==> src/hw/bd_readout_pkg.sv <==
package bd_readout_pkg;

  // longest leaf payload once the funnel deserializer is done with it
  localparam int n_payload = 38;
  // payload bits per host word
  localparam int n_out = 24;
  // funnel leaves, codes 13 to 15 are unused
  localparam int n_leaf = 13;

  // funnel leaf codes in horn endpoint order
  typedef enum logic [3:0] {
    dump_am   = 4'd0,
    dump_pat  = 4'd1,
    dump_reg  = 4'd2,
    dump_pre  = 4'd3,
    dump_post = 4'd4,
    dump_ctrl = 4'd5,
    dump_tat0 = 4'd6,
    dump_tat1 = 4'd7,
    spike     = 4'd8,
    ovflw0    = 4'd9,
    ovflw1    = 4'd10,
    ro_acc    = 4'd11,
    ro_tat    = 4'd12
  } leaf_e;

  // true payload width per leaf, indexed by leaf code
  localparam int leaf_width [0:n_leaf-1] = '{
    38, 11, 17, 20, 24, 19, 29, 29, 16, 24, 12, 28, 32
  };

  // word as it leaves the funnel, leaf code not yet checked
  typedef struct packed {
    logic [3:0]           leaf;
    logic [n_payload-1:0] payload;
  } raw_word_t;

  // checked leaf, payload cut to the leaf width
  typedef struct packed {
    leaf_e                leaf;
    logic [n_payload-1:0] payload;
  } dec_word_t;

  // host word, part 0 carries the low payload bits
  typedef struct packed {
    leaf_e              leaf;
    logic               part;
    logic [n_out-1:0]   payload;
  } pc_word_t;

  typedef enum logic [1:0] {
    st_idle,
    st_run,
    st_drain
  } ctrl_state_e;

endpackage

==> src/hw/bd_funnel_decoder.sv <==
`timescale 1ns/1ps

module bd_funnel_decoder (
  input  logic                      clk,
  input  logic                      reset,
  input  bd_readout_pkg::raw_word_t in_word,
  input  logic                      in_fire,
  output logic                      dec_ready,
  output bd_readout_pkg::dec_word_t dec_word,
  output logic                      dec_valid,
  input  logic                      dec_ack,
  output logic                      drop
);

  import bd_readout_pkg::*;

  logic                 legal;
  logic [n_payload-1:0] width_mask;
  dec_word_t            next_word;

  // payload mask for one leaf, all ones up to the leaf width
  function automatic logic [n_payload-1:0] leaf_mask(input logic [3:0] code);
    logic [n_payload-1:0] mask;
    mask = '0;
    // walk the table so an unused code never indexes past its end
    for (int l = 0; l < n_leaf; l++) begin
      if (code == l[3:0]) begin
        mask = {n_payload{1'b1}} >> (n_payload - leaf_width[l]);
      end
    end
    return mask;
  endfunction

  // codes 13 and up have no leaf behind them
  assign legal = (in_word.leaf < 4'(n_leaf));

  assign width_mask = leaf_mask(in_word.leaf);

  always_comb begin
    next_word.leaf    = leaf_e'(in_word.leaf);
    // stray bits above the leaf width are cleared here once
    next_word.payload = in_word.payload & width_mask;
  end

  // one slot, free when empty or when its word leaves this cycle
  assign dec_ready = !dec_valid || dec_ack;

  always_ff @(posedge clk or posedge reset) begin
    if (reset) begin
      dec_valid <= 1'b0;
      drop      <= 1'b0;
    end else begin
      // illegal word is swallowed, only the pulse shows it was seen
      drop <= in_fire && !legal;
      if (in_fire && legal) begin
        dec_valid <= 1'b1;
      end else if (dec_ack) begin
        dec_valid <= 1'b0;
      end
    end
  end

  // payload slot
  always_ff @(posedge clk) begin
    if (in_fire && legal) begin
      dec_word <= next_word;
    end
  end

endmodule

==> src/hw/bd_word_serializer.sv <==
`timescale 1ns/1ps

module bd_word_serializer (
  input  logic                      clk,
  input  logic                      reset,
  input  bd_readout_pkg::dec_word_t dec_word,
  input  logic                      dec_valid,
  output logic                      dec_ack,
  output bd_readout_pkg::pc_word_t  ser_word,
  output logic                      ser_valid,
  input  logic                      ser_ack,
  output logic                      mid_word
);

  import bd_readout_pkg::*;

  // payload bits left over for the high part
  localparam int n_hi = n_payload - n_out;

  typedef enum logic {
    s_low,
    s_high
  } ser_state_e;

  ser_state_e state;
  ser_state_e next_state;
  logic       split;
  logic       last_part;
  logic       fire;

  // leaf wider than a host word needs a second part
  function automatic logic needs_split(input leaf_e leaf);
    logic result;
    result = 1'b0;
    for (int l = 0; l < n_leaf; l++) begin
      if (leaf == leaf_e'(l)) begin
        result = (leaf_width[l] > n_out);
      end
    end
    return result;
  endfunction

  assign split = needs_split(dec_word.leaf);

  assign fire = ser_valid && ser_ack;

  always_ff @(posedge clk or posedge reset) begin
    if (reset) begin
      state <= s_low;
    end else begin
      state <= next_state;
    end
  end

  always_comb begin
    next_state = state;
    case (state)
      s_low: begin
        // low part went out, high part is still owed
        if (fire && split) begin
          next_state = s_high;
        end
      end
      s_high: begin
        if (fire) begin
          next_state = s_low;
        end
      end
      default: next_state = s_low;
    endcase
  end

  // input word stays put until every part of it is gone
  assign ser_valid = dec_valid;

  always_comb begin
    ser_word.leaf = dec_word.leaf;
    ser_word.part = (state == s_high);
    if (state == s_high) begin
      // top bits already zero above the leaf width from the decoder
      ser_word.payload = {{(n_out - n_hi){1'b0}}, dec_word.payload[n_payload-1:n_out]};
    end else begin
      ser_word.payload = dec_word.payload[n_out-1:0];
    end
  end

  // release the decoder slot on the final part only
  assign last_part = (state == s_high) || !split;
  assign dec_ack   = fire && last_part;

  assign mid_word = (state == s_high);

endmodule

==> src/hw/bd_output_queue.sv <==
`timescale 1ns/1ps

module bd_output_queue #(
  parameter int fifo_depth = 8
) (
  input  logic                     clk,
  input  logic                     reset,
  input  bd_readout_pkg::pc_word_t ser_word,
  input  logic                     ser_valid,
  output logic                     ser_ack,
  output bd_readout_pkg::pc_word_t out_word,
  output logic                     out_valid,
  input  logic                     out_ack,
  output logic                     empty
);

  import bd_readout_pkg::*;

  localparam int ptr_w = (fifo_depth > 1) ? $clog2(fifo_depth) : 1;
  localparam int cnt_w = $clog2(fifo_depth + 1);

  pc_word_t         mem [0:fifo_depth-1];
  logic [ptr_w-1:0] wr_ptr;
  logic [ptr_w-1:0] rd_ptr;
  logic [cnt_w-1:0] count;
  logic             full;
  logic             push;
  logic             pop;

  // pointer step with wrap for depths that are not a power of two
  function automatic logic [ptr_w-1:0] ptr_next(input logic [ptr_w-1:0] ptr);
    if (ptr == ptr_w'(fifo_depth - 1)) begin
      return '0;
    end
    return ptr + 1'b1;
  endfunction

  assign full  = (count == cnt_w'(fifo_depth));
  assign empty = (count == '0);

  // a full queue still takes a word when the host drains one now
  assign ser_ack = !full || out_ack;

  assign out_valid = !empty;
  assign out_word  = mem[rd_ptr];

  assign push = ser_valid && ser_ack;
  assign pop  = out_valid && out_ack;

  always_ff @(posedge clk or posedge reset) begin
    if (reset) begin
      wr_ptr <= '0;
      rd_ptr <= '0;
      count  <= '0;
    end else begin
      if (push) begin
        wr_ptr <= ptr_next(wr_ptr);
      end
      if (pop) begin
        rd_ptr <= ptr_next(rd_ptr);
      end
      // occupancy holds when both happen together
      if (push && !pop) begin
        count <= count + 1'b1;
      end else if (pop && !push) begin
        count <= count - 1'b1;
      end
    end
  end

  // storage
  always_ff @(posedge clk) begin
    if (push) begin
      mem[wr_ptr] <= ser_word;
    end
  end

endmodule

==> src/hw/bd_readout_ctrl.sv <==
`timescale 1ns/1ps

module bd_readout_ctrl (
  input  logic        clk,
  input  logic        reset,
  input  logic        enable,
  input  logic        dec_ready,
  input  logic        in_valid,
  output logic        in_ack,
  input  logic        drop,
  input  logic        mid_word,
  input  logic        dec_valid,
  input  logic        queue_empty,
  input  logic        out_fire,
  output logic        busy,
  output logic [15:0] drop_count,
  output logic [15:0] word_count
);

  import bd_readout_pkg::*;

  ctrl_state_e state;
  ctrl_state_e next_state;
  logic        pipe_empty;

  // nothing held in decoder, serializer or queue
  assign pipe_empty = !dec_valid && !mid_word && queue_empty;

  always_ff @(posedge clk or posedge reset) begin
    if (reset) begin
      state <= st_idle;
    end else begin
      state <= next_state;
    end
  end

  always_comb begin
    next_state = state;
    case (state)
      st_idle: begin
        if (enable) begin
          next_state = st_run;
        end
      end
      st_run: begin
        // stop intake, let what is inside finish
        if (!enable) begin
          next_state = st_drain;
        end
      end
      st_drain: begin
        if (pipe_empty) begin
          next_state = st_idle;
        end
      end
      default: next_state = st_idle;
    endcase
  end

  // ack only against a pending word, so it is also the decoder capture strobe
  assign in_ack = in_valid && dec_ready && (state == st_run);

  assign busy = (state != st_idle);

  // status counters, free running, wrap at 16 bits
  always_ff @(posedge clk or posedge reset) begin
    if (reset) begin
      drop_count <= '0;
      word_count <= '0;
    end else begin
      if (drop) begin
        drop_count <= drop_count + 16'd1;
      end
      if (out_fire) begin
        word_count <= word_count + 16'd1;
      end
    end
  end

endmodule

==> src/hw/bd_readout_top.sv <==
`timescale 1ns/1ps

module bd_readout_top #(
  parameter int fifo_depth = 8
) (
  input  logic                      clk,
  input  logic                      reset,
  input  logic                      enable,
  input  bd_readout_pkg::raw_word_t in_word,
  input  logic                      in_valid,
  output logic                      in_ack,
  output bd_readout_pkg::pc_word_t  out_word,
  output logic                      out_valid,
  input  logic                      out_ack,
  output logic                      busy,
  output logic [15:0]               drop_count,
  output logic [15:0]               word_count
);

  import bd_readout_pkg::*;

  // decoder to serializer
  dec_word_t dec_word;
  logic      dec_valid;
  logic      dec_ack;
  logic      dec_ready;
  logic      drop;

  // serializer to queue
  pc_word_t  ser_word;
  logic      ser_valid;
  logic      ser_ack;
  logic      mid_word;

  logic      queue_empty;

  // host side transfer, counted as a sent word
  wire       out_fire = out_valid && out_ack;

  bd_readout_ctrl u_ctrl (
    .clk         (clk),
    .reset       (reset),
    .enable      (enable),
    .dec_ready   (dec_ready),
    .in_valid    (in_valid),
    .in_ack      (in_ack),
    .drop        (drop),
    .mid_word    (mid_word),
    .dec_valid   (dec_valid),
    .queue_empty (queue_empty),
    .out_fire    (out_fire),
    .busy        (busy),
    .drop_count  (drop_count),
    .word_count  (word_count)
  );

  // in_ack already includes in_valid, so it marks each accepted word
  bd_funnel_decoder u_decoder (
    .clk       (clk),
    .reset     (reset),
    .in_word   (in_word),
    .in_fire   (in_ack),
    .dec_ready (dec_ready),
    .dec_word  (dec_word),
    .dec_valid (dec_valid),
    .dec_ack   (dec_ack),
    .drop      (drop)
  );

  bd_word_serializer u_serializer (
    .clk       (clk),
    .reset     (reset),
    .dec_word  (dec_word),
    .dec_valid (dec_valid),
    .dec_ack   (dec_ack),
    .ser_word  (ser_word),
    .ser_valid (ser_valid),
    .ser_ack   (ser_ack),
    .mid_word  (mid_word)
  );

  bd_output_queue #(
    .fifo_depth (fifo_depth)
  ) u_queue (
    .clk       (clk),
    .reset     (reset),
    .ser_word  (ser_word),
    .ser_valid (ser_valid),
    .ser_ack   (ser_ack),
    .out_word  (out_word),
    .out_valid (out_valid),
    .out_ack   (out_ack),
    .empty     (queue_empty)
  );

endmodule

==> config.mk <==
export PLATFORM = sky130hd
export DESIGN_NAME = bd_readout_top
export DESIGN_NICKNAME = d
export VERILOG_FILES = /design/src/hw/bd_readout_pkg.sv /design/src/hw/bd_funnel_decoder.sv /design/src/hw/bd_word_serializer.sv /design/src/hw/bd_output_queue.sv /design/src/hw/bd_readout_ctrl.sv /design/src/hw/bd_readout_top.sv
export SDC_FILE = /design/constraint.sdc
export NUM_CORES = 1
export LEC_CHECK = 0
export ABC_AREA = 1
export BUFFER_PORTS_ARGS = -buffer_cell sky130_fd_sc_hd__buf_4
export CORE_ASPECT_RATIO = 1.5
export CORE_UTILIZATION = 36
export DETAILED_ROUTE_END_ITERATION = 16
export GPL_ROUTABILITY_DRIVEN = 0
export GPL_TIMING_DRIVEN = 0
export PLACE_DENSITY = 0.53
export RECOVER_POWER = 25
export SLEW_MARGIN = 0
export SYNTH_ARGS = -nofsm -noshare
export SYNTH_HDL_FRONTEND = slang
export SYNTH_HIERARCHICAL = 1
export SYNTH_SLANG_ARGS = --single-unit
export TNS_END_PERCENT = 1
==> constraint.sdc <==
create_clock -name clk -period 3.7 [get_ports clk]
set_input_delay 0.74 -clock clk [delete_from_list [all_inputs] [get_ports clk]]
set_output_delay 0.74 -clock clk [all_outputs]
set_load 0.005 [all_outputs]
# ---- Word-level counts from Yosys, hierarchy flattened
# Memory sizes are Yosys's and may differ from the RTL's.
# Cells that the tools add are included.
dict set report word_totals {
  wordCells 132
  memories 1
  ff_bits 89
  out_inout_bits 64
  ram_bits 232
  input_bits 47
}
dict set report classes {
  addsub 6
  n_eq_ne 32
  mux 48
  magnitude_cmp 1
  bitwise_logic 2
  reduce_logical 31
}
# memory words width rd rd_ports_with_merged_regs write_ports line_no
set mem_list {}
lappend mem_list {u_queue.mem 8 29 1 0 1 bd_output_queue.sv:22} ;# pc_word_t mem [0:fifo_depth-1];
# op n
set ops {}
lappend ops {{$mux 38} 13}
lappend ops {{$eq 4x4->1 const B} 11}
lappend ops {{$and 38x38->38} 1}
lappend ops {{$add 16x1->16 const B} 2}
lappend ops {{$eq 4x3->1 const B} 8}
lappend ops {{$mux 24} 1}
lappend ops {{$mux 1} 23}
lappend ops {{$eq 4x2->1 const B} 4}
lappend ops {{$logic_and 1x1->1} 12}
lappend ops {{$logic_not 4->1} 3}
lappend ops {{$mux 3} 4}
lappend ops {{$eq 4x1->1 const B} 2}
lappend ops {{$logic_not 1->1} 8}
lappend ops {{$mux 4} 2}
lappend ops {{$add 3x1->3 const B} 2}
lappend ops {{$eq 3x3->1 const B} 2}
lappend ops {{$mux 2} 3}
lappend ops {{$pmux 2 s3} 1}
lappend ops {{$reduce_bool 2->1} 3}
lappend ops {{$add 4x1->4 const B} 1}
lappend ops {{$lt 4x4->1 const B} 1}
lappend ops {{$ne 2x2->1 const B} 2}
lappend ops {{$sub 4x1->4 const B} 1}
lappend ops {{$logic_or 1x1->1} 3}
lappend ops {{other kinds (7)} 7}

# ---- Logic depth before layout (Yosys ltp)
dict set report logic_depth {
  ltp_word 22
  mapped_depth 14
  ltp_nobuf 14
}

# ---- By module
# The synthesis kept the hierarchy.
# module cells_each seq_area_each_um2 area_per_inst_um2 n_inst
set by_module_without_submodules {}
lappend by_module_without_submodules {bd_output_queue 863 7216.9 9932.0 1}
lappend by_module_without_submodules {bd_funnel_decoder 159 1311.3 1846.8 1}
lappend by_module_without_submodules {bd_readout_ctrl 215 850.8 1808.0 1}
lappend by_module_without_submodules {bd_word_serializer 94 25.0 427.9 1}
lappend by_module_without_submodules {bd_readout_top 2 0.0 7.5 1}

# ---- Worst setup path before layout
# Ideal clock, no wire load.
dict set report synth_timing {
  kind {input -> register}
  startpoint {input port out_ack}
  endpoint {register, netlist name u_decoder/dec_word[0]}
  arrival_ps 3311
  slack_ps -53
  path_stages 12
  required_ps 3258
  setup_time_ps 442
  path_buffers 0
  path_cell_list {nor2_1 > nand3_1 > nand2_1 > inv_1 > nand2_1 > inv_1 > inv_1 > nand2_1 > nand2_1 > nor3_1 > inv_1 > nor2_1}
}
dict set report synth_via {
  elab_chain_len 7
}
# item line_no
set synth_rtl {}
lappend synth_rtl {{from (decl)} bd_readout_top.sv:14} ;# input logic out_ack,
lappend synth_rtl {{$logic_or 1x1->1} bd_output_queue.sv:42} ;# assign ser_ack = !full || out_ack;
lappend synth_rtl {{net ser_ack} bd_readout_top.sv:32} ;# logic ser_ack;
lappend synth_rtl {{$logic_and 1x1->1} bd_word_serializer.sv:45} ;# assign fire = ser_valid && ser_ack;
lappend synth_rtl {{$logic_and 1x1->1} bd_word_serializer.sv:89} ;# assign dec_ack = fire && last_part;
lappend synth_rtl {{net dec_ack} bd_readout_top.sv:25} ;# logic dec_ack;
lappend synth_rtl {{$logic_or 1x1->1} bd_funnel_decoder.sv:46} ;# assign dec_ready = !dec_valid || dec_ack;
lappend synth_rtl {{net dec_ready} bd_readout_top.sv:26} ;# logic dec_ready;
lappend synth_rtl {{$logic_and 1x1->1 (2 in series)} bd_readout_ctrl.sv:61} ;# assign in_ack = in_valid && dec_ready && (state == st_run);
lappend synth_rtl {{net in_ack} bd_readout_top.sv:11} ;# output logic in_ack,
lappend synth_rtl {{$logic_and 1x1->1} bd_funnel_decoder.sv:65} ;# if (in_fire && legal) begin
# The timed path passes the listed nets, and every way through them passes these cells.
# A chain may end at the register's enable or synchronous reset.

==> flow_summary.yaml <==
logic_synthesis:
  synth_compound_area_share_pct: 5.05
  async_flop_share_pct: 14.6
  yosys_warnings: 6
  synth_seq_cells: 321
  yosys.area.top_type_share_pct: 58.7
  yosysMostFrequentCell: "nand2_1"
  synth-main-ff-cell: "edfxtp_1"
  synth_edf_count: 274
  synth_fa_ha_area_share_pct: 0.946
  synth_commonest_cells: "475 x nand2_1, 274 x edfxtp_1, 121 x nor2_1, 96 x inv_1, 74 x o21ai_0"
  syn-num-nets: 1390
  yosys-top-cells-area: "edfxtp_1 59%, nand2_1 13%, dfrtp_1 8.4%"
  yosys.area_share.xor_xnor_pct: 1.25
  synth_mux_area_share_pct: 0
  ys_types: 39
  netlist_area_um2: 14000
  yosysTopAreaCell: "edfxtp_1"
  syn_avg_cell_area_um2: 10.5
  netlist_instances: 1333
  synthSimpleGateAreaFrac_pct: 20.0
  synth_top_family_by_area: "simple AND/OR/NAND/NOR gates"
  seq_area_frac_synth_pct: 67.1
worst_setup_path:
  path_cells: "buf_6, inv_2, clkbuf_1, o21ai_0, o21ai_1, nand2_1, nand2_1, buf_4"
  worst-r2r-setup-slack_ns: 0.98
  r2r_end: "u_decoder/dec_word[21]"
  r2r_start: "u_serializer/mid_word"
  worstRegToRegCells: 12
  cp_max_fo: 10
  worst_ep_arrival_time_ns: 2.45
  required_ns: 2.96
  cp_slowest_cell: "clkbuf_1"
  critical_path.startpoint_type: "flop"
  worstSetupPathType: "reg2out"
  cpPeakStageDelay_ns: 0.52
  path_common_cell: "nand2_1"
  cp-end-kind: "primary output"
global_routing:
  grt_max_degree: 35
  antenna_found_initial: 0
  grt_pass1_wl_um: 53800
  first_global_vias: 9507
  grt.total_usage_pct: 17.9
  grt_overflow: 0
clock_network:
  numCtsBuffers: 30
  hold_buffers: 0
  path_clk_slew_ns: 0.06
  htreeDepth: 1
  cts_tree: "built"
  cts_root_buf: "clkbuf_16"
  cts_buffer_depth: 3
  ctsResizeCount: 0
  postCtsSetupBuffers: 0
  clock-sinks: 321
  insertion_delay_ns: 0.57
finish:
  ff_latch_area_um2: 9400
  multiInputGateArea_um2: 3820
  fill_cells: 3596
  final_nets: 1557
  n_antenna_cell: 0
  drive_above_1_share_pct: 16.5
  area_growth_pct: 19.1
timing:
  worst_slew_pin_slew_ns: 1.33
  finalHoldViolCount: 0
  period_needed_ns: 3.19
  worst_slack_ns: 0.512
  skew_ns: 0.0224
  post-route-period-util_pct: 86.2
  relSlewSlack_pct: 11.3
  rsz0062_at_grt: "false"
  max_freq_ghz: 0.314
  finalSetupViolCount: 0
  report.final.slew_viol_count: 0
detailed_routing:
  wl_um: 34900
  detail_route.wl_per_cell_um: 17.3
  final_antenna_net_count: 0
  firstDrtPassIters: 5
  num_vias: 9388
  drt_iter0_drc: 520
  viasPerCell: 4.65
  drc: 0
pwr:
  powerDensity_nw_per_um2: 747
  p_total_mw: 12.5
  ir_worst_vdd_uv: 410
  leakage_nw: 6.96
place:
  portBuffers: 110
  dp_hpwl_um: 24700
  dp_slack_ns: 0.731
floorplan:
  dieHeight_um: 244
  start_util_pct: 36.5
  die_x_um: 163
  placementRows: 88
  core_area_um2: 38400
  dieArea_um2: 39800
  io_pins: 111
status:
  outcome: "completed"
hold_path:
  min_path_type: "in2async"
run:
  cap_violations: 0
## stage by stage
| step | setup TNS, ns | util [%] | hold WS [ns] | instance area [um2] | cells |
|---|---|---|---|---|---|
| after detailed placement | 0 | 41.2 | 0.489 | 15800 | 1963 |
| after CTS | 0 | 43.7 | 0.0272 | 16800 | 2019 |
| after global routing | 0 | 43.4 | 0.0750 | 16700 | 2019 |
| after floorplan | 0 | - | 0.458 | 14000 | 1333 |
| after global placement | -476.33 | 40.3 | 0.483 | 15500 | 1938 |
| final | 0 | 43.4 | 0.0563 | 16700 | 2019 |
## worst max-delay path by stage
stage	start	to	slack, ns	depth (start not counted)
2_1_floorplan	out_ack	u_queue/mem[6][0]	0.14	5
3_3_place_gp	out_ack	u_queue/mem[1][13]	-2.26	6
3_5_place_dp	out_ack	u_decoder/dec_word[23]	0.73	14
4_1_cts	u_queue/rd_ptr[2]	out_word[26]	0.53	6
5_1_grt	u_queue/rd_ptr[1]	out_word[27]	0.40	8
6_report	u_queue/rd_ptr[1]	out_word[27]	0.51	8
## metal layers
layer | vias up | share of wire (%) | track usage [%]
met4 | 0 | 2.0 | 5.03
met1 | 4422 | 39 | 20.6
met5 | - | 0 | 0
met2 | 225 | 54 | 33.4
li1 | 4705 | - | -
met3 | 36 | 5.6 | 2.95
## flip-flops by register name, indices dropped and copies added (netlist names)
register	cells
u_queue/mem	232
u_decoder/dec_word	42
u_ctrl/drop_count	16
u_ctrl/word_count	16
u_queue/count	4
u_queue/rd_ptr	3
u_queue/wr_ptr	3
u_ctrl/state	2
u_decoder/dec_valid	1
u_decoder/drop	1
u_serializer/mid_word	1
## worst max-delay path, delay by kind of cell (launching register included)
family | cells | cell delay (ns)
and+or+nand+nor | 2 | 0.23
DFF | 1 | 0.40
buffers and inverters | 4 | 0.88
AOI/OAI and AO/OA | 2 | 0.38
## layout by cell type (no fill, tap or decap), types with 3 or more instances in the layout
cell,instances
nand2_2,5
a21oi_1,3
inv_1,96
xnor2_1,5
clkbuf_16,30
buf_4,115
nand3_1,27
nand2_1,478
clkbuf_8,6
nor2_2,5
o21ai_0,75
nor3_1,5
ha_1,9
a21boi_0,4
dfrtp_1,47
nand4_1,10
clkinv_2,3
clkinv_1,3
edfxtp_1,274
o21ai_1,49
inv_2,7
nor2_4,5
nor3_2,10
nand3_2,5
nor2_1,125
buf_8,4
clkbuf_1,37
buf_2,14
buf_6,30
xor2_1,15
## cells by family (layout without fill, tap and decap cells)
logic type | count (synthesis) | in the layout
AOI/OAI and AO/OA | 136 | 136
xor gates and xnor gates | 20 | 20
adders and majority gates | 10 | 10
buffers and inverters | 164 | 355
DFF | 321 | 321
and+or+nand+nor | 682 | 682
## report_power, final
group	switching, mW	internal [mW]
combinational	2.88	1.58
sequential	0.260	4.68
clock	1.32	1.76
total	4.45	8.01
## area by class of cell
class                      count  share of cell area [%]
clock buffer                  47                    5.24
buffer                        58                    2.14
clock inverter                 9                   0.630
sequential                   321                    56.3
tap                          495                    3.71
timing repair buffer         135                    6.66
inverter                     106                    2.42
multi-input combinational    848                    22.9
Note: power is estimated with default switching activity, not from simulation.
